## src/eeprom_defs.svh

```systemverilog
`ifndef EEPROM_DEFS_SVH
`define EEPROM_DEFS_SVH

`define EE_ADDR_W   11       // 2 KB, three block bits plus word address
`define EE_DATA_W   8
`define EE_DEV_CODE 4'b1010  // upper nibble of the control byte

// bus timing
`define EE_QTR      1        // CLK cycles per quarter SCL period
`define EE_QCNT_W   8        // quarter counter width, EE_QTR must fit

`endif

```

## src/eeprom_pkg.sv

```systemverilog
`include "eeprom_defs.svh"

package eeprom_pkg;

    typedef logic [`EE_ADDR_W-1:0] ee_addr_t;
    typedef logic [`EE_DATA_W-1:0] ee_data_t;
    typedef logic [`EE_QCNT_W-1:0] ee_qcnt_t;

    // one entry per bus operation, op_start also serves as repeated start
    typedef enum logic [2:0] {
        op_start, op_stop, op_write, op_read_ack, op_read_nack
    } bus_op_e;

    typedef enum logic [1:0] {
        req_idle, req_busy, req_hold
    } req_state_e;

    typedef enum logic [3:0] {
        seq_idle, seq_start, seq_ctrl_wr, seq_addr_wr, seq_data_wr,
        seq_restart, seq_ctrl_rd, seq_data_rd, seq_stop, seq_done
    } seq_state_e;

    typedef enum logic [2:0] {
        bit_idle, bit_start_a, bit_start_b, bit_shift, bit_ack, bit_stop_a, bit_stop_b
    } bit_state_e;

endpackage

```

## src/eeprom_byte_seq.sv

```systemverilog
`include "eeprom_defs.svh"

module eeprom_byte_seq (
    input  logic                 CLK,
    input  logic                 RESET,
    input  logic                 txn_valid,
    output logic                 txn_ready,
    input  logic                 txn_is_read,
    input  eeprom_pkg::ee_addr_t txn_addr,
    input  eeprom_pkg::ee_data_t txn_wdata,
    output logic                 txn_done,
    output eeprom_pkg::ee_data_t txn_rdata,
    output logic                 txn_nack,
    output logic                 op_valid,
    input  logic                 op_ready,
    output eeprom_pkg::bus_op_e  op_code,
    output eeprom_pkg::ee_data_t op_byte,
    input  logic                 op_done,
    input  eeprom_pkg::ee_data_t op_rbyte,
    input  logic                 op_nack
);

    eeprom_pkg::seq_state_e state;
    logic                   t_is_read;
    eeprom_pkg::ee_addr_t   t_addr;
    eeprom_pkg::ee_data_t   t_wdata;

    assign txn_ready = (state == eeprom_pkg::seq_idle);

    // one bus operation per state
    always_comb begin
        op_code = eeprom_pkg::op_write;
        op_byte = '0;
        case (state)
            eeprom_pkg::seq_start,
            eeprom_pkg::seq_restart: op_code = eeprom_pkg::op_start;
            eeprom_pkg::seq_ctrl_wr: op_byte = {`EE_DEV_CODE, t_addr[`EE_ADDR_W-1:8], 1'b0};
            eeprom_pkg::seq_addr_wr: op_byte = t_addr[7:0];
            eeprom_pkg::seq_data_wr: op_byte = t_wdata;
            eeprom_pkg::seq_ctrl_rd: op_byte = {`EE_DEV_CODE, t_addr[`EE_ADDR_W-1:8], 1'b1};
            eeprom_pkg::seq_data_rd: op_code = eeprom_pkg::op_read_nack;  // single byte
            default:                 op_code = eeprom_pkg::op_stop;
        endcase
    end

    always_ff @(posedge CLK) begin
        if (RESET) begin
            state    <= eeprom_pkg::seq_idle;
            op_valid <= 1'b0;
            txn_done <= 1'b0;
            txn_nack <= 1'b0;
        end else begin
            txn_done <= 1'b0;
            if (op_valid && op_ready)
                op_valid <= 1'b0;
            case (state)
                eeprom_pkg::seq_idle: begin
                    if (txn_valid) begin
                        txn_nack <= 1'b0;
                        op_valid <= 1'b1;
                        state    <= eeprom_pkg::seq_start;
                    end
                end
                eeprom_pkg::seq_start: begin
                    if (op_done) begin
                        op_valid <= 1'b1;
                        state    <= eeprom_pkg::seq_ctrl_wr;
                    end
                end
                eeprom_pkg::seq_ctrl_wr, eeprom_pkg::seq_ctrl_rd: begin
                    if (op_done) begin
                        op_valid <= 1'b1;
                        if (op_nack) begin
                            txn_nack <= 1'b1;
                            state    <= eeprom_pkg::seq_stop;  // skip the rest
                        end else if (state == eeprom_pkg::seq_ctrl_wr)
                            state <= eeprom_pkg::seq_addr_wr;
                        else
                            state <= eeprom_pkg::seq_data_rd;
                    end
                end
                eeprom_pkg::seq_addr_wr: begin
                    if (op_done) begin
                        op_valid <= 1'b1;
                        if (op_nack) begin
                            txn_nack <= 1'b1;
                            state    <= eeprom_pkg::seq_stop;
                        end else if (t_is_read)
                            state <= eeprom_pkg::seq_restart;
                        else
                            state <= eeprom_pkg::seq_data_wr;
                    end
                end
                eeprom_pkg::seq_data_wr: begin
                    if (op_done) begin
                        op_valid <= 1'b1;
                        txn_nack <= op_nack;
                        state    <= eeprom_pkg::seq_stop;
                    end
                end
                eeprom_pkg::seq_restart: begin
                    if (op_done) begin
                        op_valid <= 1'b1;
                        state    <= eeprom_pkg::seq_ctrl_rd;
                    end
                end
                eeprom_pkg::seq_data_rd: begin
                    if (op_done) begin
                        op_valid <= 1'b1;
                        state    <= eeprom_pkg::seq_stop;
                    end
                end
                eeprom_pkg::seq_stop: begin
                    if (op_done)
                        state <= eeprom_pkg::seq_done;
                end
                default: begin
                    txn_done <= 1'b1;  // bus already released
                    state    <= eeprom_pkg::seq_idle;
                end
            endcase
        end
    end

    always_ff @(posedge CLK) begin
        if (txn_valid && txn_ready) begin
            t_is_read <= txn_is_read;
            t_addr    <= txn_addr;
            t_wdata   <= txn_wdata;
        end
        if (state == eeprom_pkg::seq_data_rd && op_done)
            txn_rdata <= op_rbyte;
    end

endmodule

```

## src/eeprom_ctrl_top.sv

```systemverilog
`include "eeprom_defs.svh"

module eeprom_ctrl_top (
    input  logic                 CLK,
    input  logic                 RESET,
    input  logic                 wr,
    input  logic                 rd,
    input  eeprom_pkg::ee_addr_t addr,
    input  eeprom_pkg::ee_data_t wdata,
    output logic                 ack,
    output eeprom_pkg::ee_data_t rdata,
    output logic                 nack_err,
    output logic                 scl,
    output logic                 sda_oe,  // high pulls sda low
    input  logic                 sda_in
);

    // request stage to sequencer
    logic                 txn_valid;
    logic                 txn_ready;
    logic                 txn_is_read;
    eeprom_pkg::ee_addr_t txn_addr;
    eeprom_pkg::ee_data_t txn_wdata;
    logic                 txn_done;
    eeprom_pkg::ee_data_t txn_rdata;
    logic                 txn_nack;

    // sequencer to bit engine
    logic                 op_valid;
    logic                 op_ready;
    eeprom_pkg::bus_op_e  op_code;
    eeprom_pkg::ee_data_t op_byte;
    logic                 op_done;
    eeprom_pkg::ee_data_t op_rbyte;
    logic                 op_nack;

    eeprom_req_stage u_req (
        .CLK         (CLK),
        .RESET       (RESET),
        .wr          (wr),
        .rd          (rd),
        .addr        (addr),
        .wdata       (wdata),
        .ack         (ack),
        .rdata       (rdata),
        .nack_err    (nack_err),
        .txn_valid   (txn_valid),
        .txn_ready   (txn_ready),
        .txn_is_read (txn_is_read),
        .txn_addr    (txn_addr),
        .txn_wdata   (txn_wdata),
        .txn_done    (txn_done),
        .txn_rdata   (txn_rdata),
        .txn_nack    (txn_nack)
    );

    eeprom_byte_seq u_seq (
        .CLK         (CLK),
        .RESET       (RESET),
        .txn_valid   (txn_valid),
        .txn_ready   (txn_ready),
        .txn_is_read (txn_is_read),
        .txn_addr    (txn_addr),
        .txn_wdata   (txn_wdata),
        .txn_done    (txn_done),
        .txn_rdata   (txn_rdata),
        .txn_nack    (txn_nack),
        .op_valid    (op_valid),
        .op_ready    (op_ready),
        .op_code     (op_code),
        .op_byte     (op_byte),
        .op_done     (op_done),
        .op_rbyte    (op_rbyte),
        .op_nack     (op_nack)
    );

    i2c_bit_engine u_bit (
        .CLK      (CLK),
        .RESET    (RESET),
        .op_valid (op_valid),
        .op_ready (op_ready),
        .op_code  (op_code),
        .op_byte  (op_byte),
        .op_done  (op_done),
        .op_rbyte (op_rbyte),
        .op_nack  (op_nack),
        .scl      (scl),
        .sda_oe   (sda_oe),
        .sda_in   (sda_in)
    );

endmodule

```

## src/eeprom_req_stage.sv

```systemverilog
`include "eeprom_defs.svh"

module eeprom_req_stage (
    input  logic                 CLK,
    input  logic                 RESET,
    input  logic                 wr,
    input  logic                 rd,
    input  eeprom_pkg::ee_addr_t addr,
    input  eeprom_pkg::ee_data_t wdata,
    output logic                 ack,
    output eeprom_pkg::ee_data_t rdata,
    output logic                 nack_err,
    output logic                 txn_valid,
    input  logic                 txn_ready,
    output logic                 txn_is_read,
    output eeprom_pkg::ee_addr_t txn_addr,
    output eeprom_pkg::ee_data_t txn_wdata,
    input  logic                 txn_done,
    input  eeprom_pkg::ee_data_t txn_rdata,
    input  logic                 txn_nack
);

    eeprom_pkg::req_state_e state;
    logic                   take;
    logic                   finish;

    assign take   = (state == eeprom_pkg::req_idle) && (wr || rd);
    assign finish = (state == eeprom_pkg::req_busy) && txn_done;

    always_ff @(posedge CLK) begin
        if (RESET) begin
            state     <= eeprom_pkg::req_idle;
            txn_valid <= 1'b0;
            ack       <= 1'b0;
            nack_err  <= 1'b0;
        end else begin
            ack <= 1'b0;
            case (state)
                eeprom_pkg::req_idle: begin
                    if (take) begin
                        txn_valid <= 1'b1;
                        state     <= eeprom_pkg::req_busy;
                    end
                end
                eeprom_pkg::req_busy: begin
                    if (txn_valid && txn_ready)
                        txn_valid <= 1'b0;
                    if (finish) begin
                        ack      <= 1'b1;
                        nack_err <= txn_nack;
                        state    <= eeprom_pkg::req_hold;
                    end
                end
                default: begin
                    // wait for the requester to let go of wr/rd
                    if (!wr && !rd)
                        state <= eeprom_pkg::req_idle;
                end
            endcase
        end
    end

    always_ff @(posedge CLK) begin
        if (take) begin
            txn_is_read <= !wr;  // write wins
            txn_addr    <= addr;
            txn_wdata   <= wdata;
        end
        if (finish)
            rdata <= txn_rdata;
    end

endmodule

```

## src/i2c_bit_engine.sv

```systemverilog
`include "eeprom_defs.svh"

module i2c_bit_engine (
    input  logic                 CLK,
    input  logic                 RESET,
    input  logic                 op_valid,
    output logic                 op_ready,
    input  eeprom_pkg::bus_op_e  op_code,
    input  eeprom_pkg::ee_data_t op_byte,
    output logic                 op_done,
    output eeprom_pkg::ee_data_t op_rbyte,
    output logic                 op_nack,
    output logic                 scl,
    output logic                 sda_oe,
    input  logic                 sda_in
);

    eeprom_pkg::bit_state_e state;
    eeprom_pkg::ee_qcnt_t   qcnt;
    eeprom_pkg::ee_data_t   sreg;
    logic [1:0]             ph;        // quarter within a bit
    logic [2:0]             bcnt;
    logic                   rd_mode;
    logic                   ack_drive; // master acks after a read byte
    logic                   tick;

    assign tick     = (qcnt == eeprom_pkg::ee_qcnt_t'(`EE_QTR - 1));
    assign op_ready = (state == eeprom_pkg::bit_idle);

    always_ff @(posedge CLK) begin
        if (RESET) begin
            state   <= eeprom_pkg::bit_idle;
            scl     <= 1'b1;
            sda_oe  <= 1'b0;
            op_done <= 1'b0;
            qcnt    <= '0;
            ph      <= '0;
            bcnt    <= '0;
        end else begin
            op_done <= 1'b0;
            if (state == eeprom_pkg::bit_idle) begin
                qcnt <= '0;
                ph   <= '0;
                bcnt <= '0;
                if (op_valid) begin
                    scl       <= 1'b0;
                    sreg      <= op_byte;
                    rd_mode   <= (op_code == eeprom_pkg::op_read_ack) ||
                                 (op_code == eeprom_pkg::op_read_nack);
                    ack_drive <= (op_code == eeprom_pkg::op_read_ack);
                    case (op_code)
                        eeprom_pkg::op_start: begin
                            sda_oe <= 1'b0;  // sda high before scl rises
                            state  <= eeprom_pkg::bit_start_a;
                        end
                        eeprom_pkg::op_stop: begin
                            sda_oe <= 1'b1;
                            state  <= eeprom_pkg::bit_stop_a;
                        end
                        eeprom_pkg::op_write: begin
                            sda_oe <= ~op_byte[7];  // msb first
                            state  <= eeprom_pkg::bit_shift;
                        end
                        default: begin
                            sda_oe <= 1'b0;
                            state  <= eeprom_pkg::bit_shift;
                        end
                    endcase
                end
            end else if (!tick) begin
                qcnt <= qcnt + 1'b1;
            end else begin
                qcnt <= '0;
                ph   <= ph + 2'd1;
                case (state)
                    eeprom_pkg::bit_start_a, eeprom_pkg::bit_stop_a: begin
                        if (ph == 2'd0)
                            scl <= 1'b1;
                        else begin
                            ph     <= '0;
                            sda_oe <= (state == eeprom_pkg::bit_start_a); // edge with scl high
                            state  <= (state == eeprom_pkg::bit_start_a) ?
                                      eeprom_pkg::bit_start_b : eeprom_pkg::bit_stop_b;
                        end
                    end
                    eeprom_pkg::bit_start_b, eeprom_pkg::bit_stop_b: begin
                        if (ph == 2'd0)
                            scl <= (state == eeprom_pkg::bit_stop_b);
                        else begin
                            op_done <= 1'b1;
                            state   <= eeprom_pkg::bit_idle;
                        end
                    end
                    default: begin
                        // shift and ack bits, scl high in quarters 1 and 2
                        case (ph)
                            2'd0: scl <= 1'b1;
                            2'd1: begin
                                if (state == eeprom_pkg::bit_shift)
                                    sreg <= {sreg[6:0], sda_in};
                                else
                                    op_nack <= ~rd_mode & sda_in;
                            end
                            2'd2: scl <= 1'b0;
                            default: begin
                                if (state == eeprom_pkg::bit_ack) begin
                                    sda_oe   <= 1'b0;
                                    op_rbyte <= sreg;
                                    op_done  <= 1'b1;
                                    state    <= eeprom_pkg::bit_idle;
                                end else if (bcnt == 3'd7) begin
                                    sda_oe <= rd_mode & ack_drive;
                                    state  <= eeprom_pkg::bit_ack;
                                end else begin
                                    bcnt   <= bcnt + 3'd1;
                                    sda_oe <= ~rd_mode & ~sreg[7];
                                end
                            end
                        endcase
                    end
                endcase
            end
        end
    end

endmodule

```

## config.mk

```make
export PLATFORM = sky130hd
export DESIGN_NAME = eeprom_ctrl_top
export DESIGN_NICKNAME = d
export VERILOG_FILES = /design/src/eeprom_pkg.sv /design/src/eeprom_byte_seq.sv /design/src/eeprom_ctrl_top.sv /design/src/eeprom_req_stage.sv /design/src/i2c_bit_engine.sv
export VERILOG_INCLUDE_DIRS = /design/src
export SDC_FILE = /design/constraint.sdc
export NUM_CORES = 1
export LEC_CHECK = 0
export ABC_CLOCK_PERIOD_IN_PS = 2990
export BUFFER_PORTS_ARGS = -buffer_cell sky130_fd_sc_hd__buf_4
export CORE_ASPECT_RATIO = 0.7
export CORE_MARGIN = 3
export CORE_UTILIZATION = 59
export DETAILED_ROUTE_END_ITERATION = 6
export GPL_TIMING_DRIVEN = 1
export PLACE_DENSITY_LB_ADDON = 0.15
export SLEW_MARGIN = 40
export SYNTH_ARGS = -nofsm -noshare
export SYNTH_HDL_FRONTEND = slang
export SYNTH_SLANG_ARGS = --single-unit
export TNS_END_PERCENT = 1
```

## constraint.sdc

```tcl
create_clock -name CLK -period 2.99 [get_ports CLK]
set_clock_uncertainty 0.1 [all_clocks]
set_input_delay 0.897 -clock CLK [delete_from_list [all_inputs] [get_ports CLK]]
set_output_delay 0.897 -clock CLK [all_outputs]
set_load 0.02 [all_outputs]
```

==> impl_results.md <==
- Routed Antenna Nets: 0
- Leakage power: 1.815 nW
- Setup-failing EPs final: 0
- Initial antenna violation count: 0
- Worst-Skew Late Latency: 0.37 ns
- Synth Warn #: 0
- Final Max Tran Viols: 0
- DP HPWL: 5.413 mm
- First-pass GRT wire length: 13.01 mm
- Core area: 6975 µm²
- Synth-to-layout area growth: 12.08%
- Worst vdd ir: around 310 µV
- TNS Setup: 0 ns
- Num Clock Sinks: 106
- Synthesized area per cell: 12.52 µm²
- Count leader, synth: edfxtp_1
- Vias in the first global route: roughly 2,600
- Layout Cells excl Fill: 482
- FP Rows: 25
- Vias: between 2,000 and 3,000
- WP data arrival: roughly 2.6 ns
- Final hold vios: 0
- Pre-antenna DRT Iters: 5
- GRT Residual Overflow: 0
- Post-synth top area share: 0.5138
- CTS H-tree lvls: 3
- #FFs+latches synth: 106
- Max-cap violations: 0
- GP Congestion: slightly below 0.9
- Mapped Cells: 350
- Worst Slack Setup Final: 0.5245 ns
- Clock-pin slew on the worst setup and hold paths: roughly 0.11 ns
- 1st-iter DRT viols: 223
- PwrDens: 595.0 nW/µm²
- Fraction of layout cells with a size suffix above 1: 0.1546
- Tmin final: roughly 2.5 ns
- Hold Buf Count CTS: 0
- Port bufs: 35
- Drt drc: 0
- Post-Syn Area: about 4400 µm²
- Wirelength per Cell: 15.98 µm
- # diodes: 0
- WS Path Type: flop to flop
- CTS tree: yes
- Worst Hold Class: flop to flop
- DIE WIDTH: 109.0 µm
- Vias per cell: roughly 5.8
- Synth async-reset ratio: 0
- Startpoint Class: flop
- Area of the multi-input gates: 1383 µm²
- Synth top area cells: edfxtp_1 (51%), dfxtp_1 (14%), ha_1 (3.7%)
- Total track usage: 0.1977
- Final period util: 0.8246
- Crit path max fanout: 18
- Die Ht: between 70 and 80 µm
- Worst Setup End Kind: flop
- Total Routed Length: 7.700 mm
- Fill cell count: 484
- Initial Util: 0.6283
- Worst slack at placement: 0.6258 ns
- Post-CTS Setup Inserts: 0
- TritonCTS buffer count: 9
- Status: completed
- Synth cell count leaders: edfxtp_1 (75), dfxtp_1 (31), nor2_1 (30)
- Sequential-to-total area share from yosys stat: 0.6554
- Post-synth top flop: edfxtp_1
- FMAX: 0.4056 GHz
- DP Cell Count: ~470
- Die area: between 8000 and 9000 µm²
- Max-Slew Margin vs Limit: 0.5415
- Largest net degree at the start of global routing: 25
- Synth area leader: edfxtp_1
- I/O pins: 36
- Syn nets: 387
- Number of synthesized flops with an enable pin: 75
- FF+latch area: 2873 µm²
- Fin util: 0.7042
- Clk buf depth: 2
- Worst R2R Setup Slack: between 0.5 and 0.6 ns
- Worst Path Required: 3.16 ns
- Worst Max-Slew Pin Slew: 0.6877 ns
- # nets final: 420
- Post-cts sizing count: 0
- RSZ-0062 raised after global routing: no
- Post-synth cell types: 51
- Clock Root Buffer: clkbuf_8
==> critical path: stages (launching register included) <==
cell and delay (ns):
dfxtp_1 0.34, inv_1 0.12, ha_1 0.40, nand2b_1 0.47, and4_1 0.34, a21oi_1 0.22
mux2_2 0.35
==> routing by layer <==
layer / up-vias / global-route usage / part of all wire
li1: 1367 / - / -
met1: 1295 / 0.2949 / 0.48
met2: 108 / 0.2776 / 0.42
met3: 15 / 0.05916 / 0.084
met4: 0 / 0.06431 / 0.015
met5: - / 0 / 0
==> cell type report <==
type                            instances  area share
Sequential cell                       106      0.5848
Tap cell                               94     0.02394
Timing Repair Buffer                   39     0.05960
Inverter                               15     0.01146
Multi-Input combinational cell        212      0.2815
Clock buffer                            9     0.02522
Clock inverter                          7     0.01350
==> metrics by stage <==
step | area, µm² | hold slack (ns) | total power [mW]
3_3_place_gp | 4722 | 0.3002 | 2.101
4_1_cts | 4912 | 0.3232 | 2.933
2_1_floorplan | 4383 | 0.3003 | 2.005
6_report | 4912 | 0.3214 | 2.923
3_5_place_dp | 4722 | 0.3045 | 2.111
5_1_grt | 4912 | 0.3334 | 3.069
==> kinds of logic (layout without fill, tap and decap cells) <==
kind of cell,Yosys count,after routing,share of synthesized area
XOR/XNOR,6,6,0.01199
multiplexers,2,2,0.005138
other,1,1,0.0008556
AO/OA/AOI/OAI,82,82,0.1279
flip-flops,106,106,0.6554
adder cells (fa/ha/maj),13,13,0.03711
buffers and inverters,32,70,0.03026
AND/OR/NAND/NOR,108,108,0.1313
==> cell usage in the layout, fill, tap and decap left out, types with 6 or more instances in the layout <==
| master | Yosys | layout |
|---|---|---|
| nor3_1 | 10 | 9 |
| nand3_1 | 9 | 9 |
| nor2b_1 | 9 | 9 |
| ha_1 | 13 | 13 |
| o31ai_1 | 7 | 7 |
| edfxtp_1 | 75 | 75 |
| a21oi_1 | 20 | 20 |
| nand2_1 | 20 | 20 |
| clkbuf_8 | 0 | 9 |
| nor2_1 | 30 | 30 |
| inv_1 | 15 | 15 |
| o21ai_0 | 12 | 12 |
| buf_4 | 0 | 39 |
| a221oi_1 | 8 | 8 |
| dfxtp_1 | 31 | 31 |
| and3_1 | 6 | 6 |
==> path summary, 6_finish.rpt <==
path	start	to	cells past startpoint
setup / recovery	u_bit.state[0]	u_bit.state[2]	6
hold / removal	u_bit.op_rbyte[1]	u_seq.txn_rdata[1]	0
setup reg to reg	u_bit.state[0]	u_bit.state[2]	6
hold reg to reg	u_bit.op_rbyte[1]	u_seq.txn_rdata[1]	0
==> power by group <==
group | internal (mW) | leakage, nW | switching [mW] | total [mW]
Clock | 0.325 | 0.0973 | 0.513 | 0.838
Sequential | 1.66 | 0.948 | 0.0593 | 1.72
Combinational | 0.146 | 0.769 | 0.216 | 0.362
==> flip-flops by register name (all words and copies together) (netlist names), 2 cells and up <==
signal           flops
u_bit.bcnt           3
u_bit.op_rbyte       8
u_bit.ph             2
u_bit.qcnt           8
u_bit.sreg           8
u_bit.state          3
u_req.rdata          8
u_req.state          2
u_req.txn_addr      11
u_req.txn_wdata      8
u_seq.state          4
u_seq.t_addr        11
u_seq.t_wdata        8
u_seq.txn_rdata      8
(Power assumes the default switching activity.)
